`src/core_pkg.sv`:
```
package core_pkg;

   localparam int xlen_p = 32;
   localparam int reg_addr_w = 5;
   localparam int imm_w = 11;
   localparam int prog_depth_def = 64;           // Default program store depth
   localparam int pc_w = $clog2(prog_depth_def);
   localparam int mul_stages = 5;

   typedef logic [reg_addr_w-1:0] reg_idx_t;
   typedef logic [xlen_p-1:0]     word_t;
   typedef logic [pc_w-1:0]       pc_t;

   typedef enum logic [5:0] {
      op_nop  = 6'd0,
      op_add  = 6'd1,
      op_sub  = 6'd2,
      op_and  = 6'd3,
      op_or   = 6'd4,
      op_addi = 6'd5,
      op_mul  = 6'd6,
      op_halt = 6'd7
   } opcode_e;

   typedef struct packed {
      opcode_e                  op;
      reg_idx_t                 rd;
      reg_idx_t                 rs;
      reg_idx_t                 rt;
      logic signed [imm_w-1:0]  imm;
   } instr_t;

   typedef struct packed {
      logic    valid;
      pc_t     addr;
      instr_t  instr;
   } prog_wr_t;

   typedef struct packed {
      logic     valid;
      opcode_e  op;
      reg_idx_t rd;
      reg_idx_t rs;
      reg_idx_t rt;
      word_t    a;
      word_t    b;
      logic     b_imm;   // b already holds the extended immediate
   } ex_req_t;

   typedef struct packed {
      logic     valid;
      reg_idx_t rd;
      word_t    data;
   } wb_t;

   // Ops executed in the single-cycle ALU
   function automatic logic op_is_alu(opcode_e op);
      return op inside {op_add, op_sub, op_and, op_or, op_addi};
   endfunction

   function automatic logic op_writes(opcode_e op);
      return op_is_alu(op) || (op == op_mul);
   endfunction

   function automatic logic op_reads_rs(opcode_e op);
      return op_writes(op);
   endfunction

   function automatic logic op_reads_rt(opcode_e op);
      return op inside {op_add, op_sub, op_and, op_or, op_mul};
   endfunction

endpackage

```
`src/alu_stage.sv`:
```
`timescale 1ns/100ps

module alu_stage import core_pkg::*; (
   input  logic    clk,
   input  logic    if_id_reset,
   input  ex_req_t req,
   input  logic    fwd_a,
   input  logic    fwd_b,
   output wb_t     alu_wb
);

   word_t op_a;
   word_t op_b;
   word_t result;
   logic  take;

   // Forward from our own write-back register
   assign op_a = fwd_a ? alu_wb.data : req.a;
   assign op_b = fwd_b ? alu_wb.data : req.b;

   always_comb begin
      case (req.op)
         op_add,
         op_addi: result = op_a + op_b;
         op_sub:  result = op_a - op_b;
         op_and:  result = op_a & op_b;
         op_or:   result = op_a | op_b;
         default: result = '0;
      endcase
   end

   // Mul goes to the multiply pipe, halt and nop write nothing
   assign take = req.valid && op_is_alu(req.op) && (req.rd != '0);

   always_ff @(posedge clk) begin
      alu_wb.rd   <= req.rd;
      alu_wb.data <= result;
      if (if_id_reset) begin
         alu_wb.valid <= 1'b0;
      end else begin
         alu_wb.valid <= take;
      end
   end

endmodule

```
`config.mk`:
```
export PLATFORM = sky130hd
export DESIGN_NAME = alu_stage
export DESIGN_NICKNAME = d
export VERILOG_FILES = /design/src/core_pkg.sv /design/src/alu_stage.sv
export SDC_FILE = /design/constraint.sdc
export NUM_CORES = 1
export LEC_CHECK = 0
export ABC_CLOCK_PERIOD_IN_PS = 8320
export BUFFER_PORTS_ARGS = -buffer_cell sky130_fd_sc_hd__buf_2
export CORE_ASPECT_RATIO = 0.9
export CORE_MARGIN = 5
export CORE_UTILIZATION = 28
export DETAILED_ROUTE_END_ITERATION = 12
export HOLD_SLACK_MARGIN = 0.15
export PLACE_DENSITY_LB_ADDON = 0.1
export SLEW_MARGIN = 20
export SYNTH_ARGS = -nofsm -noshare
export SYNTH_HDL_FRONTEND = slang
export SYNTH_SLANG_ARGS = --single-unit
```
`constraint.sdc`:
```
create_clock -name clk -period 8.32 [get_ports clk]
set_clock_uncertainty 0.2 [all_clocks]
set_input_delay 0.416 -clock clk [delete_from_list [all_inputs] [get_ports clk]]
set_output_delay 0.416 -clock clk [all_outputs]
set_load 0.01 [all_outputs]
```
==> results.yml <==
cells_and_area:
  final_nets: 893
  reg_top3: "alu_wb: 38 flops"
  layout-drive-gt1-share: 0.259
  final_cell_mix: "buf_2, nand2_1, nor2_1"
  final_common_cell: "buf_2"
  diodes: 0
  fin_util: 0.340
  instances_no_fill: 1007
  area_growth_pct: 19.1
  max_flop_register: "alu_wb"
  design_area_sq_um: 6000
  largest_reg_flops: 38
clocking:
  htreeDepth: 2
  cts_resized: 0
  clk-insertion-delay-late_ns: 0.30
  cts_tree: "built"
  clock_path_buffers: 2
  clk_pin_slew_worst_paths_ns: 0.06
  cts_sinks: 38
  numCtsBuffers: 5
  post_cts_buffers: 0
  clockRootBuffer: "clkbuf_16"
synth:
  yosys.area_share.adder: 0.0884
  synth_top_area_frac: 0.151
  async_reset_ff_frac: 0
  netlist_area_sq_um: 5040
  synthTopCellsByArea: "dfxtp_1, mux2_2, ha_1"
  yosysTopAreaCell: "dfxtp_1"
  synth_compound_area_frac: 0.238
  syn_area_per_cell_sq_um: 7.54
  seq_area_frac_synth: 0.151
  yosys_warnings: 0
  synth_top_family_by_area: "compound AO/OA/AOI/OAI gates"
  synth-xor-area-share: 0.101
  synthMuxAreaShare: 0.146
  syn_nets: 794
  synthFlopType: "dfxtp_1"
  synth_edf_count: 0
  ys_ff_latch: 38
  syn_inst: 668
  ys_types: 63
  synth-simple-area-share: 0.236
setup_path:
  endpoint_kind: "flop"
  startpoint_type: "input pin"
  cp.required_ns: 8.31
  slowest_delay_ns: 0.53
  critPathBufInv: 1
  worstSetupPathType: "in -> reg"
  timing.critical_path.mode_cell: "ha_1"
  critPathMaxFanout: 47
  slowest_stage: "o41ai_4"
  crit_family: "compound AO/OA/AOI/OAI gates"
  arrival_ns: 5.29
  path_cells: "buf_4 -> mux2i_1 -> ha_1 -> o21ai_1 -> or2_1 -> o41ai_4 -> nand3_2 -> a21oi_1 -> xor2_1 -> ha_1 -> and2_1 -> a221o_1 -> a41oi_1 -> nand3_1 -> a31o_2 -> a21oi_2 -> xnor2_1 -> a211o_1"
global_routing:
  grt_max_degree: 48
  grt_util_all_layers: 0.169
  antenna_found_initial: 0
  grt.overflow.total: 0
  grt_pass1_wl_mm: 27.7
  grt_pass1_vias: 5124
place:
  pre_cts_slack_ns: 2.73
  dpl-instance-area_sq_um: 5810
  place.gp.congestion: 0.866
  hpwl_mm: 13.7
  dp.cells: 994
  io_buffers: 117
sta:
  layout_min_cycle_time_ns: 5.30
  finalSetupTns_ns: 0
  final-hold-violation-count: 0
  setup_viol: 0
  max_freq_mhz: 189
  period_share: 0.637
  worstMarginPinSlew_ns: 0.794
  setup_ws_ns: 3.02
  rsz0062_at_grt: "false"
  max-slew-margin-rel: 0.471
  holdWs_ns: 0.181
  maxSlewViolCount: 0
floorplanning:
  initial_core_util: 0.285
  fp.dieArea_sq_um: 20800
  core-area_sq_um: 17700
  dieWidth_um: 151
  pin_count: 129
  die_h_um: 137
  rows: 46
drt:
  wl_per_cell_um: 17.6
  wl_mm: 17.7
  drc: 0
  vias_per_cell: 5.17
  first_iter_violations: 296
  route.vias.total: 5203
  drtAntennaViolNets: 0
  firstDrtPassIters: 4
min_path:
  min_path_type: "in -> reg"
run_status:
  status: "finished clean"
power:
  cellPowerDensity_nw_per_um2: 117
  vdd_drop_max_mv: 0.0565
  total_power_mw: 0.702
  leakage_nw: 2.82
run:
  drv_cap: 0
==> layer usage <==
layer | GRT usage | part of all wire | vias up
met5 | 0 | 0 | -
met4 | 0.0393 | 0.0092 | 0
met3 | 0.0184 | 0.035 | 8
met2 | 0.272 | 0.45 | 101
met1 | 0.241 | 0.50 | 2447
li1 | - | - | 2647
==> cell families (layout without fill, tap and decap cells) <==
group,count (synthesis),in the layout
buf+inv,45,144
flops,38,38
xor+xnor,57,57
fa+ha+maj,35,35
compound gates,175,175
simple gates,251,251
mux,67,67
==> Yosys cell counts, types with 3 or more instances <==
cell      number
a21o_1        17
a21oi_1       59
a221o_1       20
a22oi_1        4
a31oi_1        4
and2_1         4
and3_1         7
and4_1         3
buf_1          3
buf_2          9
clkbuf_1      23
dfxtp_1       38
ha_1          34
inv_1          7
mux2_2        53
mux2i_1       14
nand2_1       93
nand2b_1       6
nand3_1        6
nand4_1        5
nor2_1        65
nor2b_1        4
nor3_1        32
nor4_1         5
o211ai_1       5
o21a_1         4
o21ai_0       25
o21ai_1        5
o21bai_1       5
o221ai_1       6
o31ai_1        4
or3_1          6
xnor2_1       33
xor2_1        23
==> final cells by class <==
type / count / area [sq um]
fill: 1888 / 11700
multi-input combinational: 585 / 4080
sequential: 38 / 761
timing repair buffer: 130 / 701
tap: 240 / 300
clock buffer: 7 / 133
inverter: 7 / 26.3
==> where the power goes <==
group          internal, mW  switching [mW]  leakage (nW)
registers             0.188         0.00690         0.309
logic                 0.133           0.178          2.45
clock network         0.110          0.0853        0.0640
total                 0.432           0.270          2.82
==> what timing repair did <==
item | in CTS | in global routing
setup endpoints to repair | 0 | 0
endpoints found under the hold margin | 6 | 0
hold buffers | 6 | 0
==> worst paths after layout <==
kind	slack (ns)	cells past startpoint	endpoint	start
setup / recovery	3.02	18	alu_wb[31]$_DFF_P_	fwd_b
hold / removal	0.18	2	alu_wb[37]$_SDFF_PP0_	req[86]
setup reg to reg	3.35	17	alu_wb[31]$_DFF_P_	alu_wb[0]$_DFF_P_
hold reg to reg	0.52	3	alu_wb[30]$_DFF_P_	alu_wb[30]$_DFF_P_
(Power assumes the default switching activity.)
