$ cat src/core_pkg.sv
package core_pkg;

   localparam int xlen_p = 32;
   localparam int reg_addr_w = 5;
   localparam int imm_w = 11;
   localparam int prog_depth_def = 64;           // Default program store depth
   localparam int pc_w = $clog2(prog_depth_def);
   localparam int mul_stages = 5;

   typedef logic [reg_addr_w-1:0] reg_idx_t;
   typedef logic [xlen_p-1:0]     word_t;
   typedef logic [pc_w-1:0]       pc_t;

   typedef enum logic [5:0] {
      op_nop  = 6'd0,
      op_add  = 6'd1,
      op_sub  = 6'd2,
      op_and  = 6'd3,
      op_or   = 6'd4,
      op_addi = 6'd5,
      op_mul  = 6'd6,
      op_halt = 6'd7
   } opcode_e;

   typedef struct packed {
      opcode_e                  op;
      reg_idx_t                 rd;
      reg_idx_t                 rs;
      reg_idx_t                 rt;
      logic signed [imm_w-1:0]  imm;
   } instr_t;

   typedef struct packed {
      logic    valid;
      pc_t     addr;
      instr_t  instr;
   } prog_wr_t;

   typedef struct packed {
      logic     valid;
      opcode_e  op;
      reg_idx_t rd;
      reg_idx_t rs;
      reg_idx_t rt;
      word_t    a;
      word_t    b;
      logic     b_imm;   // b already holds the extended immediate
   } ex_req_t;

   typedef struct packed {
      logic     valid;
      reg_idx_t rd;
      word_t    data;
   } wb_t;

   // Ops executed in the single-cycle ALU
   function automatic logic op_is_alu(opcode_e op);
      return op inside {op_add, op_sub, op_and, op_or, op_addi};
   endfunction

   function automatic logic op_writes(opcode_e op);
      return op_is_alu(op) || (op == op_mul);
   endfunction

   function automatic logic op_reads_rs(opcode_e op);
      return op_writes(op);
   endfunction

   function automatic logic op_reads_rt(opcode_e op);
      return op inside {op_add, op_sub, op_and, op_or, op_mul};
   endfunction

endpackage

$ cat src/issue_control.sv
`timescale 1ns/100ps

module issue_control import core_pkg::*; (
   input  instr_t                 dec,
   input  logic                   dec_valid,
   input  wb_t [mul_stages-1:0]   mult_busy_regs,
   input  wb_t                    alu_wb,
   input  ex_req_t                ex_req,
   output logic                   stall,
   output logic                   fwd_a,
   output logic                   fwd_b
);

   // Third multiply stage, two cycles from write-back like a decoded ALU op
   localparam int clash_stage = 2;

   logic src_hit;
   logic dst_hit;
   logic wb_clash;

   always_comb begin
      src_hit = 1'b0;
      dst_hit = 1'b0;
      for (int k = 0; k < mul_stages; k++) begin
         if (mult_busy_regs[k].valid) begin
            if (op_reads_rs(dec.op) && (dec.rs == mult_busy_regs[k].rd)) begin
               src_hit = 1'b1;
            end
            if (op_reads_rt(dec.op) && (dec.rt == mult_busy_regs[k].rd)) begin
               src_hit = 1'b1;
            end
            // Same destination, keep the writes in order
            if (op_writes(dec.op) && (dec.rd == mult_busy_regs[k].rd)) begin
               dst_hit = 1'b1;
            end
         end
      end
   end

   assign wb_clash = op_is_alu(dec.op) && mult_busy_regs[clash_stage].valid;

   assign stall = dec_valid && (src_hit || dst_hit || wb_clash);

   // ALU result one instruction ahead, not yet in the register file
   assign fwd_a = ex_req.valid && alu_wb.valid && op_reads_rs(ex_req.op)
                  && (alu_wb.rd == ex_req.rs);
   assign fwd_b = ex_req.valid && alu_wb.valid && op_reads_rt(ex_req.op)
                  && !ex_req.b_imm && (alu_wb.rd == ex_req.rt);

endmodule

$ cat config.mk
export PLATFORM = sky130hd
export DESIGN_NAME = issue_control
export DESIGN_NICKNAME = d
export VERILOG_FILES = /design/src/core_pkg.sv /design/src/issue_control.sv
export SDC_FILE = /design/constraint.sdc
export NUM_CORES = 1
export LEC_CHECK = 0
export BUFFER_PORTS_ARGS = -buffer_cell sky130_fd_sc_hd__buf_4
export CORE_AREA = 2 2 136 138
export DETAILED_ROUTE_END_ITERATION = 12
export DIE_AREA = 0 0 138 140
export GPL_ROUTABILITY_DRIVEN = 0
export PLACE_DENSITY = 0.43
export REMOVE_ABC_BUFFERS = 1
export SLEW_MARGIN = 10
export SYNTH_ARGS = -nofsm -noshare
export SYNTH_HDL_FRONTEND = slang
export SYNTH_SLANG_ARGS = --single-unit
$ cat constraint.sdc
create_clock -name vclk -period 2.8
set_input_delay 0.42 -clock vclk [all_inputs]
set_output_delay 0.42 -clock vclk [all_outputs]
set_load 0.01 [all_outputs]
==> impl_metrics.json <==
{
  "cts_resized": 0,
  "powerDensity_nw_per_um2": 133,
  "start_util_pct": 6.67,
  "hold_violations": 0,
  "pre_cts_slack_ps": 497,
  "setup_viol": 0,
  "antennaDiodeCount": 0,
  "cp-end-kind": "output pin",
  "hold_depth": 3,
  "drt_wl_total_microns": 5980,
  "dp_hpwl_microns": 5480,
  "mappedNetlistArea_sq_um": 1190,
  "hold_buffers": 0,
  "leakagePower_nw": 0.747,
  "post_cts_buffers": 0,
  "io_buffers": 79,
  "seq_area_sq_um": 0,
  "met2_wirelength_microns": 3140,
  "hold_path_end": "stall",
  "vdd_drop_max_uv": 33.2,
  "synthDistinctLibCells": 23,
  "grt_first_pass_wirelength_microns": 8750,
  "slew_viol_final": 0,
  "nets": 569,
  "die_w_microns": 138,
  "drc_errors": 0,
  "drt-initial-drc-count": 39,
  "drt-met1-wl_microns": 2280,
  "vias": 1327,
  "run_status": "finished clean",
  "rows": 49,
  "combPwrFrac_pct": 100.0,
  "p_sw_w": 0.000121,
  "antenna_found_initial": 0,
  "grt.overflow.total": 0,
  "fillers": 2068,
  "multi_input_area_sq_um": 1080,
  "worstHoldStart": "dec_valid",
  "grt_max_degree": 6,
  "power.share.clock_pct": 0,
  "area_growth_syn_to_layout_pct": 65.2,
  "wl_met3_microns": 497,
  "cp_data_arrival_time_ps": 1860,
  "highest_layer": "met4",
  "dr.pass1.iters": 4,
  "tightestPinTransition_ps": 422,
  "slew_headroom_pct": 71.6,
  "design.core.area_sq_um": 17800,
  "post-route-period-util_pct": 81.5,
  "syn-mean-instance-area_sq_um": 7.65,
  "vias_per_cell": 2.96,
  "clkbuf_count": 0,
  "grt_pass1_vias": 1491,
  "required_ps": 2380,
  "cp_max_fo": 4,
  "yosys_warnings": 0,
  "rsz0062_at_grt": "false",
  "fin_ws_ps": 519,
  "synthCells": 155,
  "final_layout_size_suffix_gt1_share_pct": 37.4,
  "wl_per_cell_microns": 13.4,
  "clock.fmax_ghz": 0.438,
  "ios": 351,
  "worst_hold_slack_ps": 1160,
  "cap_violations": 0,
  "die_h_microns": 140,
  "fin_crit_ps": 2280,
  "hp-class": "input port to output pin",
  "grt_usage_pct": 5.96,
  "critPathKind": "input port to output pin",
  "start_kind": "input port",
  "finalPower_w": 0.000260,
  "seqPwrFrac_pct": 0,
  "fin_tns_setup_ps": 0,
  "intPower_w": 0.000139,
  "die-area_sq_um": 19300,
  "switching_share_pct": 46.7,
  "synth.yosys.seq_area_share_pct": 0,
  "postRouteAntennaNets": 0,
  "seq_cell_count": 0
}
-- kinds of logic after synthesis --
kind of cell              after synthesis  synth area share (%)
and+or+nand+nor                        46                  22.7
xor gates and xnor gates               85                  62.8
AOI/OAI and AO/OA                       9                  5.59
buffers and inverters                  15                  8.97
-- cell usage in the layout (no fill, tap or decap), drive strengths merged --
cell and instances:
o21ai 1, xor2 60, a211oi 1, nand4b 1, nor4 15, o31ai 1
xnor2 25, nand4 7, buf 79, o311ai 1, o2bb2ai 1, a21o 1
nand3 15, a31oi 1, nor3 3, nor2 1, a31o 1, nand2 3
a21oi 1, or3 1
-- cell usage after synthesis (all sizes together) --
cell type / instances / area share [%]
nor3: 3 / 1.7
a21o: 1 / 0.74
buf: 15 / 9.0
o2bb2ai: 1 / 0.74
or3: 1 / 0.53
nand4: 7 / 3.7
nand3: 15 / 6.3
a31o: 1 / 0.74
xnor2: 25 / 18
nand4b: 1 / 0.74
nand2: 3 / 0.95
a211oi: 1 / 0.63
o21ai: 1 / 0.42
nor2: 1 / 0.32
a21oi: 1 / 0.42
xor2: 60 / 44
nor4: 15 / 8.4
o311ai: 1 / 0.74
a31oi: 1 / 0.53
o31ai: 1 / 0.63
-- per-stage QoR --
stage | util (%) | std cells | area (sq um)
floorplan | - | 140 | 1080
global placement | 11.0 | 448 | 1960
detailed placement | 11.0 | 448 | 1960
CTS | 11.0 | 448 | 1960
global route | 11.0 | 448 | 1960
finish | 11.0 | 448 | 1960
-- worst max-delay path, cell delays in order --
cell	delay [ps]
buf_4	120
or3_1	390
nand2_1	100
a21o_2	120
o21ai_1	70
a211oi_1	340
o2bb2ai_1	130
buf_4	160
-- power groups by stage --
stage | Sequential [W] | Combinational [W] | Clock, W
CTS | 0 | 0.000264 | 0
finish | 0 | 0.000260 | 0
floorplan | 0 | 0.000105 | 0
global route | 0 | 0.000285 | 0
detailed placement | 0 | 0.000263 | 0
global placement | 0 | 0.000256 | 0
-- how the worst max path moves through the flow --
stage                       start  endpoint  slack (ps)  cells after the start
after floorplan           dec[27]     stall        1000                      6
after global placement    dec[27]     stall         520                      8
after detailed placement  dec[27]     stall         500                      8
after CTS                 dec[27]     stall         500                      8
after global routing      dec[27]     stall         420                      8
final                     dec[27]     stall         520                      8
-- routing by layer --
| metal | up-vias | global-route usage, % |
|---|---|---|
| met5 | - | 0 |
| met4 | 0 | 0.591 |
| met3 | 5 | 1.71 |
| met2 | 56 | 11.8 |
| met1 | 607 | 6.50 |
| li1 | 659 | - |
-- final cells by class --
type | instances | share of cell area [%]
repair buffers | 79 | 30.3
multi-input cells | 140 | 55.1
well taps | 229 | 14.6
Power figures use the tool's default switching activity.
