===== src/core_pkg.sv =====
package core_pkg;

   localparam int xlen_p = 32;
   localparam int reg_addr_w = 5;
   localparam int imm_w = 11;
   localparam int prog_depth_def = 64;           // Default program store depth
   localparam int pc_w = $clog2(prog_depth_def);
   localparam int mul_stages = 5;

   typedef logic [reg_addr_w-1:0] reg_idx_t;
   typedef logic [xlen_p-1:0]     word_t;
   typedef logic [pc_w-1:0]       pc_t;

   typedef enum logic [5:0] {
      op_nop  = 6'd0,
      op_add  = 6'd1,
      op_sub  = 6'd2,
      op_and  = 6'd3,
      op_or   = 6'd4,
      op_addi = 6'd5,
      op_mul  = 6'd6,
      op_halt = 6'd7
   } opcode_e;

   typedef struct packed {
      opcode_e                  op;
      reg_idx_t                 rd;
      reg_idx_t                 rs;
      reg_idx_t                 rt;
      logic signed [imm_w-1:0]  imm;
   } instr_t;

   typedef struct packed {
      logic    valid;
      pc_t     addr;
      instr_t  instr;
   } prog_wr_t;

   typedef struct packed {
      logic     valid;
      opcode_e  op;
      reg_idx_t rd;
      reg_idx_t rs;
      reg_idx_t rt;
      word_t    a;
      word_t    b;
      logic     b_imm;   // b already holds the extended immediate
   } ex_req_t;

   typedef struct packed {
      logic     valid;
      reg_idx_t rd;
      word_t    data;
   } wb_t;

   // Ops executed in the single-cycle ALU
   function automatic logic op_is_alu(opcode_e op);
      return op inside {op_add, op_sub, op_and, op_or, op_addi};
   endfunction

   function automatic logic op_writes(opcode_e op);
      return op_is_alu(op) || (op == op_mul);
   endfunction

   function automatic logic op_reads_rs(opcode_e op);
      return op_writes(op);
   endfunction

   function automatic logic op_reads_rt(opcode_e op);
      return op inside {op_add, op_sub, op_and, op_or, op_mul};
   endfunction

endpackage


===== src/fetch_stage.sv =====
`timescale 1ns/100ps

module fetch_stage import core_pkg::*; #(
   parameter int prog_depth_p = prog_depth_def
) (
   input  logic     clk,
   input  logic     if_id_reset,
   input  prog_wr_t prog,
   input  logic     start,
   input  logic     stall,
   output instr_t   fetched,
   output logic     fetched_valid,
   output logic     halt_seen
);

   instr_t store [prog_depth_p];   // Program store, loaded by the testbench
   pc_t    pc;
   logic   running;
   instr_t word;

   always_ff @(posedge clk) begin
      if (prog.valid) begin
         store[prog.addr] <= prog.instr;
      end
   end

   assign word = store[pc];

   always_ff @(posedge clk) begin
      if (if_id_reset) begin
         pc            <= '0;
         running       <= 1'b0;
         fetched_valid <= 1'b0;
         halt_seen     <= 1'b0;
      end else if (start) begin
         pc            <= '0;
         running       <= 1'b1;
         fetched_valid <= 1'b0;   // Drop anything left from an earlier run
         halt_seen     <= 1'b0;
      end else if (!stall) begin
         fetched_valid <= running;
         if (running) begin
            pc <= (pc == pc_t'(prog_depth_p - 1)) ? '0 : pc + 1'b1;
            // Halt stops fetch once it sits in the fetch/decode register
            if (word.op == op_halt) begin
               running   <= 1'b0;
               halt_seen <= 1'b1;
            end
         end
      end
   end

   // Fetch/decode payload
   always_ff @(posedge clk) begin
      if (!stall) begin
         fetched <= word;
      end
   end

endmodule


===== config.mk =====
export PLATFORM = sky130hd
export DESIGN_NAME = fetch_stage
export DESIGN_NICKNAME = d
export VERILOG_FILES = /design/src/core_pkg.sv /design/src/fetch_stage.sv
export SDC_FILE = /design/constraint.sdc
export NUM_CORES = 2
export LEC_CHECK = 0
export BUFFER_PORTS_ARGS = -buffer_cell sky130_fd_sc_hd__buf_2
export CAP_MARGIN = 20
export CORE_MARGIN = 1
export CORE_UTILIZATION = 40
export CTS_BUF_LIST = sky130_fd_sc_hd__clkbuf_4 sky130_fd_sc_hd__clkbuf_8
export DETAILED_ROUTE_END_ITERATION = 16
export MAX_ROUTING_LAYER = met4
export SLEW_MARGIN = 20
export SYNTH_ARGS = -nofsm -noshare
export SYNTH_HDL_FRONTEND = slang
export SYNTH_SLANG_ARGS = --single-unit

===== constraint.sdc =====
create_clock -name clk -period 9.1 [get_ports clk]
set_input_delay 0.455 -clock clk [delete_from_list [all_inputs] [get_ports clk]]
set_output_delay 0.455 -clock clk [all_outputs]
set_load 0.005 [all_outputs]

==> impl_metrics.toml <==
[cells_and_area]
design.final.nets = 3558
stdcell_count = 6392
multi_input_area_um2 = 16160
utilization = 0.4607
final_layout_size_suffix_gt1_frac = 0.3732
final-seq-area_um2 = 62780
area_delta_synth_final_pct = 13.90
num-fill-cells = 16090

[route]
ant_nets = 0
drt-initial-drc-count = 4077
dr_wl_met3_mm = 13.75
routed_wl_mm = 199.4
dr.pass1.iters = 5
viasPerCell = 5.669
m1WireLength_mm = 81.23
wl_per_cell_um = 31.19
drc = 0
dr.max_layer_used = "met4"
via_count = 36240
route.met2.wl_mm = 99.46

[floorplan]
rows = 162
start_util = 0.4045
die_width_um = 447.0
core_area_um2 = 195800
fp.dieH_um = 447.0
ioPinCount = 77
die-area_um2 = 199800

[yosys]
syn-num-nets = 3175
async_flop_share = 0
synth_area_leaders = "edfxtp_1 (79%), mux4_2 (18%), clkbuf_1 (0.46%)"
ys.flop_type = "edfxtp_1"
syn-instance-count = 3131
avgSynthCellArea_um2 = 25.29
syn-cell-area_um2 = 79200
yosysWarningCount = 0
synth_edf_count = 2080
ys_ff_latch = 2095
synth_top_cell_by_area = "edfxtp_1"
ys_seq_area_frac = 0.7925
synth_top_cell_area_share = 0.7887
yosys.cell_types.count = 33

[clock_tree]
clk_path_buf_depth = 4
cts_tree = "built"
clkTransAtPathRegs_ps = 60
htree_levels = 5
cts_root_buf = "clkbuf_8"
holdBufCountCts = 6
cts_buffers = 343
clk_latency_ps = 1050
cts.sinks = 2095
cts_resized = 0
post-cts-setup-buffers = 0

[power_and_ir_drop]
power.total_mw = 18.92
power_density_nw_per_um2 = 209.8
p_leak_nw = 26.84
seq_power_share = 0.566
combPwrFrac = 0.023
p_sw_frac = 0.2071
p_switching_mw = 3.918
ir_worst_vdd_v = 0.0001389
internal_power_mw = 15.00
clkPwrFrac = 0.411

[global_routing]
grt-ovfl-total = 0
grt_antenna_before_repair = 21
grt_pass1_vias = 37360
grtUsageTotal = 0.2068
grt_max_degree = 155
grt_first_pass_wirelength_mm = 280.8

[timing]
hold_violations = 0
fin_crit_sh = 0.5142
finClkSkew_ps = 62.02
worstMarginPinSlew_ps = 1179
fmax_mhz = 213.7
slew_viol_final = 0
tns_ps = 0
setup_viol_count_final = 0
slew_headroom = 0.2141
rsz0062_at_grt = "no"
period_minus_slack_ps = 4680

[critical_path]
cp_max_fo = 68
crit_required_ps = 10010
path_class = "reg -> reg"
critPathArrivalTime_ps = 5590
slowest_delay_ps = 820
critical_path.cell_chain = "buf_4 > buf_12 > mux4_2 > a22oi_1 > a21oi_1 > or4_1 > and4bb_1 > a311oi_2 > dlygate4sd3_1"
slowest_stage = "dfxtp_4"
cp-start-kind = "register"
worstSetupEndpointType = "register"

[placement]
gp_congestion = 0.7747
place_hpwl_mm = 98.48
place_inst = 5758
port_buffers = 76

[min_path]
hp-class = "in -> reg"
holdCritStartpoint = "prog[3]"

[outcome]
status = "finished, final reports clean"

[job]
cap_violations = 0
## cells in the mapped netlist, types with 7 or more instances
master,n
mux2i_1,7
dfxtp_1,15
a21oi_1,26
mux4_2,636
nand2_1,17
a22oi_1,48
nor2b_1,7
buf_2,48
edfxtp_1,2080
o21ai_0,8
buf_6,10
clkbuf_1,98
nor2_1,76
## power groups by stage
| stage | combinational (mW) | sequential [mW] | clock (mW) |
|---|---|---|---|
| 6_report | 0.435 | 10.7 | 7.78 |
| 3_5_place_dp | 0.422 | 10.9 | 0 |
| 2_1_floorplan | 0.192 | 10.9 | 0 |
| 4_1_cts | 0.424 | 10.7 | 7.94 |
| 5_1_grt | 0.467 | 10.7 | 8.34 |
| 3_3_place_gp | 0.410 | 10.9 | 0 |
## cells by family after synthesis
family | share of synthesized area
AO/OA/AOI/OAI | 0.007015
buffers and inverters | 0.009716
flip-flops | 0.7925
multiplexers | 0.1826
adder cells (fa/ha/maj) | 0.0001580
XOR/XNOR | 0.0004424
AND/OR/NAND/NOR | 0.007599
## cell type report
class / instances / area share
well taps: 2624 / 0.03640
clock inverters: 125 / 0.007421
flip-flops and latches: 2095 / 0.6960
inverters: 1 / 0.00004161
diodes: 9 / 0.0002497
repair buffers: 203 / 0.01756
clock buffers: 465 / 0.06311
multi-input cells: 870 / 0.1792
## registers in the layout, summed over array words and instances, names as in the netlist, named ones only
signal,count
running,1
fetched_valid,1
pc,6
halt_seen,1
store,2048
fetched,32
## cells in the final DEF (no fill, tap or decap), types with 3 or more instances in the layout
cell           netlist  layout
dfxtp_1             15       9
dlygate4sd3_1        0      31
clkinv_2             0      34
clkinv_1             0      79
nor2b_1              7       5
mux4_2             636     636
mux2i_1              7       7
edfxtp_1          2080    2080
nand4_1              3       3
clkbuf_4             0     113
xor2_1               3       3
nand2b_1             4       4
nor2_4               0      63
nor2_1              76      13
buf_4                3     108
nand3_1              6       6
clkbuf_8             0     352
buf_2               48      55
dfxtp_4              0       5
clkinvlp_4           0       7
bufinv_16            0       5
o21ai_0              8       8
a21oi_1             26      26
or4_1                6       6
buf_12               0       8
diode_2              0       9
nand2_1             17      17
mux2_2               6       6
or3_1                3       3
a22oi_1             48      48
## worst max-delay path: cells and delay by family (launching register included)
family | cells | cell delay [ps]
AO/OA/AOI/OAI | 3 | 460
buffers and inverters | 3 | 1670
flip-flops | 1 | 820
multiplexers | 1 | 600
AND/OR/NAND/NOR | 2 | 920
## path summary, 6_finish.rpt
kind | to | slack (ps) | cells after the start
worst max-delay path | running$_SDFFE_PP0P_ | 4420 | 9
worst min-delay path | store[39][3]$_DFFE_PP_ | 70 | 2
worst max register to register | running$_SDFFE_PP0P_ | 4420 | 9
worst min register to register | register | 520 | 2
## per-stage QoR
step,setup WS (ps),cell area (um^2),hold slack [ps]
2_1_floorplan,5298,79200,465.7
3_3_place_gp,4838,83370,479.3
3_5_place_dp,4793,83370,502.1
4_1_cts,4323,89790,8.600
5_1_grt,4130,90200,68.65
6_report,4420,90200,69.99
## layer usage
metal	vias to the layer above	GRT usage
met3	311	0.03957
met1	19970	0.2712
met5	-	-
li1	14490	-
met2	1470	0.3304
met4	0	0.05936
Power figures use the tool's default switching activity.
