`src/core_pkg.sv`:
```
package core_pkg;

   localparam int xlen_p = 32;
   localparam int reg_addr_w = 5;
   localparam int imm_w = 11;
   localparam int prog_depth_def = 64;           // Default program store depth
   localparam int pc_w = $clog2(prog_depth_def);
   localparam int mul_stages = 5;

   typedef logic [reg_addr_w-1:0] reg_idx_t;
   typedef logic [xlen_p-1:0]     word_t;
   typedef logic [pc_w-1:0]       pc_t;

   typedef enum logic [5:0] {
      op_nop  = 6'd0,
      op_add  = 6'd1,
      op_sub  = 6'd2,
      op_and  = 6'd3,
      op_or   = 6'd4,
      op_addi = 6'd5,
      op_mul  = 6'd6,
      op_halt = 6'd7
   } opcode_e;

   typedef struct packed {
      opcode_e                  op;
      reg_idx_t                 rd;
      reg_idx_t                 rs;
      reg_idx_t                 rt;
      logic signed [imm_w-1:0]  imm;
   } instr_t;

   typedef struct packed {
      logic    valid;
      pc_t     addr;
      instr_t  instr;
   } prog_wr_t;

   typedef struct packed {
      logic     valid;
      opcode_e  op;
      reg_idx_t rd;
      reg_idx_t rs;
      reg_idx_t rt;
      word_t    a;
      word_t    b;
      logic     b_imm;   // b already holds the extended immediate
   } ex_req_t;

   typedef struct packed {
      logic     valid;
      reg_idx_t rd;
      word_t    data;
   } wb_t;

   // Ops executed in the single-cycle ALU
   function automatic logic op_is_alu(opcode_e op);
      return op inside {op_add, op_sub, op_and, op_or, op_addi};
   endfunction

   function automatic logic op_writes(opcode_e op);
      return op_is_alu(op) || (op == op_mul);
   endfunction

   function automatic logic op_reads_rs(opcode_e op);
      return op_writes(op);
   endfunction

   function automatic logic op_reads_rt(opcode_e op);
      return op inside {op_add, op_sub, op_and, op_or, op_mul};
   endfunction

endpackage

```
`src/mult_pipe.sv`:
```
`timescale 1ns/100ps

module mult_pipe import core_pkg::*; (
   input  logic                 clk,
   input  logic                 if_id_reset,
   input  ex_req_t              req,
   output wb_t [mul_stages-1:0] mult_busy_regs,
   output wb_t                  mul_wb
);

   localparam int slice_w = 8;

   typedef struct packed {
      logic     valid;
      reg_idx_t rd;
      word_t    a;
      word_t    b;
      word_t    acc;   // Sum of the slices added so far
   } mstage_t;

   mstage_t stg [mul_stages];

   // Stage one takes the operands straight off the decode/execute register
   always_comb begin
      stg[0].valid = req.valid && (req.op == op_mul) && (req.rd != '0);
      stg[0].rd    = req.rd;
      stg[0].a     = req.a;
      stg[0].b     = req.b;
      stg[0].acc   = '0;
   end

   // Each later stage adds one byte slice of b times a
   for (genvar g = 1; g < mul_stages; g++) begin : g_stage
      word_t part;

      assign part = (stg[g-1].a * word_t'(stg[g-1].b[slice_w*(g-1) +: slice_w]))
                    << (slice_w * (g - 1));

      always_ff @(posedge clk) begin
         stg[g].rd  <= stg[g-1].rd;
         stg[g].a   <= stg[g-1].a;
         stg[g].b   <= stg[g-1].b;
         stg[g].acc <= stg[g-1].acc + part;   // Low 32 bits only
         if (if_id_reset) begin
            stg[g].valid <= 1'b0;
         end else begin
            stg[g].valid <= stg[g-1].valid;
         end
      end
   end

   // Destinations in flight for the stall logic
   always_comb begin
      for (int k = 0; k < mul_stages; k++) begin
         mult_busy_regs[k].valid = stg[k].valid;
         mult_busy_regs[k].rd    = stg[k].rd;
         mult_busy_regs[k].data  = '0;
      end
   end

   assign mul_wb.valid = stg[mul_stages-1].valid;
   assign mul_wb.rd    = stg[mul_stages-1].rd;
   assign mul_wb.data  = stg[mul_stages-1].acc;

endmodule

```
`config.mk`:
```
export PLATFORM = sky130hd
export DESIGN_NAME = mult_pipe
export DESIGN_NICKNAME = d
export VERILOG_FILES = /design/src/core_pkg.sv /design/src/mult_pipe.sv
export SDC_FILE = /design/constraint.sdc
export NUM_CORES = 1
export LEC_CHECK = 0
export ABC_CLOCK_PERIOD_IN_PS = 12600
export BUFFER_PORTS_ARGS = -buffer_cell sky130_fd_sc_hd__buf_2
export CAP_MARGIN = 20
export CELL_PAD_IN_SITES_DETAIL_PLACEMENT = 1
export CELL_PAD_IN_SITES_GLOBAL_PLACEMENT = 2
export CORE_ASPECT_RATIO = 0.6
export CORE_MARGIN = 3
export CORE_UTILIZATION = 40
export CTS_CLUSTER_DIAMETER = 40
export DETAILED_ROUTE_END_ITERATION = 10
export GPL_ROUTABILITY_DRIVEN = 1
export GPL_TIMING_DRIVEN = 0
export HOLD_SLACK_MARGIN = 0.15
export PLACE_DENSITY_LB_ADDON = 0.1
export SYNTH_ARGS = -nofsm -noshare
export SYNTH_HDL_FRONTEND = slang
export SYNTH_SLANG_ARGS = --single-unit
```
`constraint.sdc`:
```
create_clock -name clk -period 12.6 [get_ports clk]
set_input_delay 1.26 -clock clk [delete_from_list [all_inputs] [get_ports clk]]
set_output_delay 1.26 -clock clk [all_outputs]
set_load 0.01 [all_outputs]
```
==> results.sh, run 1 <==
export IMPL_status="finished, final reports clean"
export IMPL_grt_util_all_layers_pct=21.7
export IMPL_hpwl_um=53300
export IMPL_cpMostUsedCell="fa_1"
export IMPL_syn_inst=2374
export IMPL_async_flop_share_pct=0
export IMPL_required_ns=13.07
export IMPL_whs_path_depth=0
export IMPL_firstDrtPassIters=5
export IMPL_synth_ff_type="dfxtp_1"
export IMPL_nets=3303
export IMPL_setup_viol=0
export IMPL_seq_area_frac_synth_pct=21.6
export IMPL_io_pins=317
export IMPL_yosys_area_share_simple_pct=15.1
export IMPL_p_leak_nw=12.9
export IMPL_ir_drop_uv=163
export IMPL_slowest_stage="fa_1"
export IMPL_ys_top_cells_by_area="fa_1 (30%), dfxtp_1 (22%), ha_1 (8.6%)"
export IMPL_grt_pass1_vias=17600
export IMPL_synth_area_sq_mm=0.0229
export IMPL_drc_errors=0
export IMPL_hp_class="reg -> reg"
export IMPL_finalWorstSetupSlack_ns=4.60
export IMPL_grt_ovfl_total=0
export IMPL_slew_violations=0
export IMPL_dieHeight_um=191
export IMPL_worst_pin_slew_ns=0.905
export IMPL_grt_max_degree=15
export IMPL_clock_latency_ns=0.57
export IMPL_cts_tree="done"
export IMPL_gp_congestion=0.811
export IMPL_fmax_ghz=0.125
export IMPL_antenna_found_initial=3
export IMPL_powerDensity_mw_per_mm2=285
export IMPL_fin_util_pct=47.3
export IMPL_r2r_cells=27
export IMPL_synth_mux_area_share_pct=0
export IMPL_yosys_area_top_type="fa_1"
export IMPL_chipWidth_um=315
export IMPL_cts_buffer_depth=3
export IMPL_die_area_sq_mm=0.0603
export IMPL_grt_first_pass_wirelength_um=101000
export IMPL_fp_row_count=67
export IMPL_cts_root_buffer="clkbuf_16"
export IMPL_synth_edf_count=0
export IMPL_ys_warn_count=0
export IMPL_critical_path_max_stage_delay_ns=0.58
export IMPL_synth_top_family_by_area="adder cells"
export IMPL_port_buffers=142
export IMPL_cts_made_buffers=40
export IMPL_cp_start_kind="register"
export IMPL_synthAdderAreaFrac_pct=38.2
export IMPL_drive_gt1_share_pct=16.5
export IMPL_critical_path_arrival_ns=8.47
export IMPL_crit_type="reg -> reg"
export IMPL_core_sq_mm=0.0563
export IMPL_wl_per_cell_um=17.9
export IMPL_ys_ff_latch=248
export IMPL_path_clk_slew_ns=0.06
export IMPL_wl_um=62900
export IMPL_ant_nets=0
export IMPL_nFillCells=6545
export IMPL_min_period_ns=8.00
export IMPL_place_ws_ns=4.84
export IMPL_timing_max_cap_violations=0
export IMPL_yosysTopAreaCellShare_pct=29.6
export IMPL_cts_sinks=248
export IMPL_hold_buffers=0
export IMPL_routed_via_count=16200
export IMPL_finalClockSkew_ns=0.0146
export IMPL_synth_compound_area_share_pct=6.14
export IMPL_yosysUniqueCellTypes=55
export IMPL_slew_headroom_pct=39.7
export IMPL_cts_setup_buffers=0
export IMPL_cts_resized=0
export IMPL_initial_utilization_pct=40.8
export IMPL_synthXorXnorAreaFrac_pct=5.61
export IMPL_first_iter_violations=906
export IMPL_fin_tns_setup_ns=0
export IMPL_vias_per_cell=4.61
export IMPL_area_growth_pct=16.1
export IMPL_rsz0062_at_grt="no"
export IMPL_h_tree_depth=2
export IMPL_crit_path_end_kind="register"
export IMPL_syn_avg_cell_area_sq_um=9.66
export IMPL_cp_max_fo=10
export IMPL_period_share_pct=63.5
export IMPL_hold_viol=0
synthesized netlist by cell type (all sizes together) (7+ instances only):
cell type	count
a211oi	7
a21o	32
a21oi	69
and2	282
and3	7
buf	228
clkbuf	44
dfxtp	248
fa	339
ha	158
inv	309
nand2	275
nand2b	9
nand3	24
nor2	45
nor2b	13
nor3	10
o21a	9
o21ai	36
o21bai	15
xnor2	109
xor2	38
through the flow:
step                      hold slack [ns]  area [sq um]  instances  power, mW
final                               0.316         26600       3507       7.57
after detailed placement            0.313         25200       3434       6.38
after global placement              0.310         25200       3434       6.22
after global routing                0.324         26600       3506       8.32
after floorplan                     0.310         23500       2533       4.87
after CTS                           0.313         26600       3506       7.62
sequential cells by signal (all words and copies together) (netlist names):
name	count
mul_wb	38
mult_busy_regs	18
stg	192
layer usage:
layer / vias up / global-route usage [%] / wire length, um
li1: 7639 / - / -
met1: 8124 / 33.6 / 32800
met2: 361 / 31.3 / 25400
met3: 58 / 4.31 / 3890
met4: 2 / 4.10 / 799
met5: - / 0 / 13
worst paths after layout:
kind	end	slack, ns	from
worst max-delay path	stg[234]$_DFF_P_	4.60	stg[350]$_DFF_P_
worst min-delay path	stg[209]$_DFF_P_	0.32	stg[311]$_DFF_P_
worst max register to register	stg[234]$_DFF_P_	4.60	stg[350]$_DFF_P_
worst min register to register	stg[209]$_DFF_P_	0.32	stg[311]$_DFF_P_
cells by family (layout without fill, tap and decap cells):
logic type / count (synthesis) / in the layout
fa+ha+maj: 497 / 497
compound gates: 214 / 214
simple gates: 686 / 686
other cells: 1 / 161
buf+inv: 581 / 795
xor+xnor: 147 / 147
flops: 248 / 248
power breakdown:
part           switching (mW)  internal, mW
Clock                   0.453         0.713
Sequential              0.105          1.09
Combinational            3.05          2.17
layout by cell type (no fill, tap or decap), drive strengths merged, types with 5 or more instances in the layout:
master	count
buf	370
fa	339
inv	319
and2	282
nand2	275
dfxtp	248
conb	160
ha	158
xnor2	109
clkbuf	91
a21oi	69
nor2	45
xor2	38
o21ai	36
a21o	32
nand3	24
o21bai	15
nor2b	13
nor3	10
o21a	9
nand2b	9
and3	7
a211oi	7
clkinv	7
a31oi	6
a21boi	6
o31ai	6
or3	5
o211ai	5
worst max-delay path, delay by kind of cell, from the launching register on:
kind	cells	cell delay, ns
simple gates	7	1.48
flops	1	0.36
xor+xnor	2	0.33
fa+ha+maj	6	2.78
buf+inv	5	1.08
compound gates	7	1.84
layout make-up:
cell class	instances	area (sq um)	share of cell area (%)
clock buffer	47	1070	4.02
clock inverter	25	353	1.33
sequential	248	4960	18.7
buffer	272	1880	7.05
antenna	1	2.50	0.00940
tap	759	950	3.57
multi-input combinational	1704	15500	58.3
timing repair buffer	142	711	2.67
inverter	309	1160	4.36
No activity file was read; power rests on OpenSTA's default activity.
==> run 2: changes to the inputs <==
- ABC_AREA: default -> 1
- ABC_CLOCK_PERIOD_IN_PS: 12600 -> 6600
- CORE_UTILIZATION: 40 -> 32
- clock period: 12.6 -> 6.6 ns (I/O delays scaled with it)
==> results.sh, run 2 <==
export IMPL_reg2reg_to="stg[235]$_DFF_P_"
export IMPL_yosysTopAreaCellShare_pct=27.0
export IMPL_synth_edf_count=0
export IMPL_drc_errors=0
export IMPL_ys_warn_count=0
export IMPL_routed_via_count=20500
export IMPL_cpMostUsedCell="fa_1"
export IMPL_crit_path_end_kind="register"
export IMPL_nFillCells=9386
export IMPL_finalClockSkew_ns=0.0182
export IMPL_r2r_start="stg[374]$_DFF_P_"
export IMPL_placed_area_sq_mm=0.0277
export IMPL_syn_avg_cell_area_sq_um=7.84
export IMPL_slew_headroom_pct=36.0
export IMPL_hpwl_um=69800
export IMPL_yosysUniqueCellTypes=50
export IMPL_holdPathEnd="stg[363]$_DFF_P_"
export IMPL_busiest_layer="met1"
export IMPL_area_growth_pct=16.4
export IMPL_die_area_sq_mm=0.0819
export IMPL_vias_per_cell=4.43
export IMPL_powerDensity_mw_per_mm2=559
export IMPL_synth_area_sq_mm=0.0251
export IMPL_antenna_found_initial=2
export IMPL_place_inst=4541
export IMPL_chipWidth_um=368
export IMPL_clock_latency_ns=0.58
export IMPL_wl_um=80900
export IMPL_diodes=0
export IMPL_final_cell_mix="nand2_1 (845), inv_1 (703), fa_1 (339), dfxtp_1 (248), buf_4 (232)"
export IMPL_drive_gt1_share_pct=13.8
export IMPL_use_met3_pct=3.92
export IMPL_yosys_area_top_type="fa_1"
export IMPL_cts_made_buffers=41
export IMPL_status="finished, final reports clean"
export IMPL_nets=4137
export IMPL_async_flop_share_pct=0
export IMPL_grt_ovfl_total=0
export IMPL_grt_max_degree=19
export IMPL_wl_per_cell_um=17.5
export IMPL_hold_viol=0
export IMPL_period_share_pct=95.6
export IMPL_final_cell_area_sq_mm=0.0292
export IMPL_core_sq_mm=0.0766
export IMPL_worst_path_buf_inv=5
export IMPL_ir_drop_uv=383
export IMPL_p_total_mw=16.3
export IMPL_largest_register_ffs=192
export IMPL_initial_utilization_pct=32.8
export IMPL_firstDrtPassIters=5
export IMPL_min_period_ns=6.31
export IMPL_setup_viol=0
export IMPL_fin_util_pct=38.1
export IMPL_hold_start="req[26]"
export IMPL_cp_start_kind="register"
export IMPL_ys_top_cells_by_area="fa_1 (27%), dfxtp_1 (20%), nand2_1 (13%)"
export IMPL_timing_max_cap_violations=0
export IMPL_io_pins=317
export IMPL_post_synth_top_count_cell="nand2_1"
export IMPL_cts_root_buffer="clkbuf_16"
export IMPL_port_buffers=140
export IMPL_cp_max_fo=8
export IMPL_fp_row_count=78
export IMPL_slew_violations=0
export IMPL_stdcell_count=4623
export IMPL_regMostFlops="stg"
export IMPL_cts_buffer_depth=3
export IMPL_slowest_stage="fa_1"
export IMPL_cts_tree="done"
export IMPL_fmax_ghz=0.159
export IMPL_cts_sinks=248
export IMPL_gp_congestion=0.879
export IMPL_path_clk_slew_ns=0.06
export IMPL_syn_inst=3202
export IMPL_ys_ff_latch=248
export IMPL_ant_nets=0
export IMPL_p_leak_nw=16.6
export IMPL_use_met2_pct=27.5
export IMPL_critical_path_arrival_ns=6.75
export IMPL_grt_util_all_layers_pct=19.8
export IMPL_crit_type="reg -> reg"
export IMPL_rrSetupSlack_ns=0.29
export IMPL_dieHeight_um=223
export IMPL_seqCellArea_sq_mm=0.00496
export IMPL_grt_first_pass_wirelength_um=127000
export IMPL_r2r_cells=24
export IMPL_critical_path_max_stage_delay_ns=0.55
export IMPL_required_ns=7.04
export IMPL_synth_ff_type="dfxtp_1"
export IMPL_whs_path_depth=1
export IMPL_grt_util_met1_pct=31.4
export IMPL_crit_family="adder cells"
export IMPL_cp_cell_sequence="clkbuf_1 -> nand2_1 -> fa_1 -> fa_1 -> inv_1 -> fa_1 -> inv_1 -> fa_1 -> inv_1 -> ha_1 -> a21oi_1 -> o21ai_0 -> nand2_1 -> nand3_1 -> a21boi_1 -> xnor2_1 -> ha_1 -> a21oi_1 -> o21ai_0 -> a21oi_1 -> o211ai_1 -> buf_4 -> nand3_1 -> nand2_1"
export IMPL_seq_area_frac_synth_pct=19.8
export IMPL_hp_class="in -> reg"
export IMPL_h_tree_depth=2
export IMPL_first_iter_violations=1116
export IMPL_final_common_cell="nand2_1"
export IMPL_ys_top_cells_by_count="nand2_1 (845), inv_1 (703), fa_1 (339)"
export IMPL_multi_input_area_sq_mm=0.0160
export IMPL_worst_pin_slew_ns=0.959
export IMPL_grt_pass1_vias=22000
==> run 2: cell count changes in the layout (fill, tap and decap cells not counted), moves of 37 or more <==
cell,delta
xor2_1,+37
nand3_1,+67
and2_1,-281
a21oi_1,+42
xnor2_1,-77
inv_1,+394
nor2_1,+51
nand2_1,+570
==> run 2: layout make-up <==
type	instances	area share, %
buffer	331	7.32
tap	1040	4.45
timing repair buffer	148	2.66
clock buffer	46	3.75
sequential	248	17.0
inverter	703	9.03
multi-input combinational	2078	54.6
clock inverter	29	1.17
==> run 2: per-layer routing <==
metal	routed length (um)	part of all wire, %
met1	43100	53
met2	31100	38
met3	5570	6.9
met4	1130	1.4
met5	0	0
==> run 2: power breakdown <==
part	switching, mW	internal [mW]	leakage (nW)
clock	0.876	1.32	0.701
sequential	0.162	2.07	2.09
combinational	7.73	4.15	13.8
==> run 2: stage by stage <==
| stage | hold WS, ns | setup WS [ns] | setup TNS, ns |
|---|---|---|---|
| floorplan | 0.310 | 1.38 | 0 |
| global placement | 0.309 | -0.276 | -0.375 |
| detailed placement | 0.313 | -0.379 | -0.845 |
| CTS | 0.151 | 0.0268 | 0 |
| global route | 0.157 | -0.0228 | -0.0228 |
| finish | 0.187 | 0.294 | 0 |
==> run 2: timing repair <==
| action | CTS | global route |
|---|---|---|
| resized for setup | 3 | 13 |
| hold buffers | 7 | 0 |
| buffers inserted | 0 | 1 |
| gates cloned | 0 | 0 |
| endpoints found under the hold margin | 7 | 0 |
| pin swaps | 0 | 1 |
| setup endpoints to repair | 6 | 7 |
==> run 2: worst register-to-register path, stage by stage (launching register included) <==
cell and delay, ns:
dfxtp_1 0.39, clkbuf_1 0.51, nand2_1 0.18, fa_1 0.53, fa_1 0.55, inv_1 0.05
fa_1 0.49, inv_1 0.06, fa_1 0.48, inv_1 0.05, ha_1 0.36, a21oi_1 0.24
o21ai_0 0.16, nand2_1 0.12, nand3_1 0.15, a21boi_1 0.22, xnor2_1 0.19, ha_1 0.34
a21oi_1 0.29, o21ai_0 0.17, a21oi_1 0.18, o211ai_1 0.10, buf_4 0.18, nand3_1 0.09
nand2_1 0.09
==> run 2: worst max-delay path by stage <==
stage | slack, ns | start | cells past startpoint | end
final | 0.29 | stg[374]$_DFF_P_ | 24 | stg[235]$_DFF_P_
after global routing | -0.02 | stg[375]$_DFF_P_ | 24 | stg[235]$_DFF_P_
after CTS | 0.03 | stg[353]$_DFF_P_ | 25 | stg[235]$_DFF_P_
after detailed placement | -0.38 | stg[350]$_DFF_P_ | 28 | stg[235]$_DFF_P_
after global placement | -0.28 | stg[350]$_DFF_P_ | 23 | stg[235]$_DFF_P_
after floorplan | 1.38 | stg[350]$_DFF_P_ | 26 | stg[232]$_DFF_P_
==> run 2: kinds of logic (layout without fill, tap and decap cells) <==
logic type,count (synthesis),count (layout),share of synthesized area [%]
AND/OR/NAND/NOR,1094,1094,17.6
flip-flops,248,248,19.8
XOR/XNOR,109,109,3.86
buffers and inverters,1035,1257,19.0
adder cells (fa/ha/maj),497,497,34.9
AO/OA/AOI/OAI,218,218,4.86
other,1,160,0.0149
==> run 3: changes to the inputs <==
- PLACE_DENSITY: default -> 0.9
- PLACE_DENSITY_LB_ADDON: 0.1 -> default
- RECOVER_POWER: default -> 50
==> results.sh, run 3 (same netlist as run 2, synthesis figures left out) <==
export IMPL_crit_type="reg -> reg"
export IMPL_holdPathEnd="stg[368]$_DFF_P_"
export IMPL_intPower_mw=7.50
export IMPL_grt_max_degree=17
export IMPL_slowest_stage="fa_1"
export IMPL_worst_path_buf_inv=6
export IMPL_fp_row_count=78
export IMPL_required_ns=7.01
export IMPL_firstDrtPassIters=7
export IMPL_io_pins=317
export IMPL_regMostFlops="stg"
export IMPL_cts_buffer_depth=3
export IMPL_p_comb_share_pct=73.2
export IMPL_antenna_found_initial=0
export IMPL_final_cell_mix="nand2_1 (845), inv_1 (703), fa_1 (339), dfxtp_1 (248), buf_4 (232)"
export IMPL_rrSetupSlack_ns=0.31
export IMPL_wl_per_cell_um=16.9
export IMPL_grt_util_all_layers_pct=19.4
export IMPL_core_sq_mm=0.0766
export IMPL_ir_drop_uv=442
export IMPL_port_buffers=140
export IMPL_vias_per_cell=4.44
export IMPL_nets=4148
export IMPL_initial_utilization_pct=32.8
export IMPL_r2r_start="stg[351]$_DFF_P_"
export IMPL_routed_via_count=20600
export IMPL_min_period_ns=6.29
export IMPL_worst_pin_slew_ns=0.908
export IMPL_hold_slack_ns=0.190
export IMPL_wl_um=78500
export IMPL_status="finished, final reports clean"
export IMPL_cp_start_kind="register"
export IMPL_use_met2_pct=27.1
export IMPL_timing_max_cap_violations=0
export IMPL_crit_path_end_kind="register"
export IMPL_grt_first_pass_wirelength_um=125000
export IMPL_die_area_sq_mm=0.0819
export IMPL_power_frac_seq_pct=13.7
export IMPL_cts_made_buffers=41
export IMPL_clock_latency_ns=0.61
export IMPL_ant_nets=0
export IMPL_powerDensity_mw_per_mm2=558
export IMPL_final_common_cell="nand2_1"
export IMPL_setup_viol=0
export IMPL_use_met3_pct=4.49
export IMPL_critical_path_max_stage_delay_ns=0.55
export IMPL_final_cell_area_sq_mm=0.0293
export IMPL_busiest_layer="met1"
export IMPL_cp_max_fo=10
export IMPL_slew_violations=0
export IMPL_r2r_cells=26
export IMPL_drc_errors=0
export IMPL_grt_ovfl_total=0
export IMPL_finalClockSkew_ns=0.0860
export IMPL_crit_family="adder cells"
export IMPL_p_leak_nw=16.5
export IMPL_diodes=0
export IMPL_gp_congestion=0.911
export IMPL_largest_register_ffs=192
export IMPL_grt_pass1_vias=21900
export IMPL_p_sw_share_pct=54.1
export IMPL_reg2reg_to="stg[235]$_DFF_P_"
export IMPL_hold_start="req[31]"
export IMPL_drive_gt1_share_pct=13.1
export IMPL_cts_tree="done"
export IMPL_rsz0062_at_grt="no"
export IMPL_path_clk_slew_ns=0.05
export IMPL_critical_path_arrival_ns=6.69
export IMPL_area_growth_pct=16.6
export IMPL_h_tree_depth=2
export IMPL_fmax_ghz=0.159
export IMPL_hpwl_um=66800
export IMPL_chipWidth_um=368
export IMPL_dieHeight_um=223
export IMPL_period_share_pct=95.3
export IMPL_nFillCells=9490
export IMPL_first_iter_violations=1424
export IMPL_clkPwrFrac_pct=13.1
export IMPL_hold_viol=0
export IMPL_p_sw_mw=8.84
export IMPL_placed_area_sq_mm=0.0277
export IMPL_cts_root_buffer="clkbuf_16"
export IMPL_cts_sinks=248
export IMPL_slew_headroom_pct=39.5
export IMPL_grt_util_met1_pct=30.4
export IMPL_hp_class="in -> reg"
export IMPL_whs_path_depth=1
run 3: cell types whose count changed in the layout (fill, tap and decap cells not counted), sizes merged:
cell,before,now
buf,389,363
clkbuf,129,158
clkinvlp,2,1
bufinv,2,0
inv,715,717
dlygate4sd3,7,17
run 3: layout make-up:
class                           instances  area, sq um  area share (%)
Multi-Input combinational cell       2078        16000            54.6
Sequential cell                       248         4960            17.0
Inverter                              703         2640            9.02
Buffer                                332         2140            7.33
Tap cell                             1040         1300            4.45
Clock buffer                           48         1100            3.77
Timing Repair Buffer                  158          847            2.90
Clock inverter                         28          293            1.00
run 3: how the worst max path moves through the flow:
stage / startpoint / endpoint / slack, ns / cells past startpoint
CTS: stg[353]$_DFF_P_ / stg[235]$_DFF_P_ / 0.02 / 28
global placement: stg[350]$_DFF_P_ / stg[235]$_DFF_P_ / -0.21 / 28
global route: stg[350]$_DFF_P_ / stg[235]$_DFF_P_ / 0.03 / 25
finish: stg[351]$_DFF_P_ / stg[235]$_DFF_P_ / 0.31 / 26
detailed placement: stg[350]$_DFF_P_ / stg[235]$_DFF_P_ / -0.24 / 28
floorplan: stg[350]$_DFF_P_ / stg[232]$_DFF_P_ / 1.38 / 26
run 3: power by group through the flow:
stage / logic [mW] / clock network, mW / registers [mW]
after floorplan: 7.97 / 0 / 2.19
after global placement: 11.3 / 0 / 2.27
final: 11.9 / 2.14 / 2.24
after global routing: 13.2 / 2.29 / 2.29
after CTS: 11.6 / 2.22 / 2.25
after detailed placement: 11.6 / 0 / 2.28
run 3: what timing repair did:
action / in CTS / in global routing
setup buffers: 0 / 1
cloned: 0 / 0
setup endpoints to repair: 1 / 4
endpoints found under the hold margin: 17 / 0
pin swaps: 0 / 1
gates resized for setup: 3 / 14
hold buffers: 17 / 0
run 3: layer usage:
layer | up-vias | wire length (um)
met1 | 10100 | 40400
met4 | 0 | 779
met2 | 608 | 30900
met3 | 63 | 6300
li1 | 9764 | -
met5 | - | 0
run 3: through the flow:
step	power [mW]	TNS (ns)	worst slack, ns	util (%)	cells
after floorplan	10.2	0	1.38	-	3361
after global placement	13.6	-0.207	-0.207	36.1	4541
after detailed placement	13.8	-0.238	-0.238	36.1	4541
after global routing	17.8	0	0.0316	38.2	4635
final	16.3	0	0.312	38.2	4635
after CTS	16.1	0	0.0156	38.2	4634
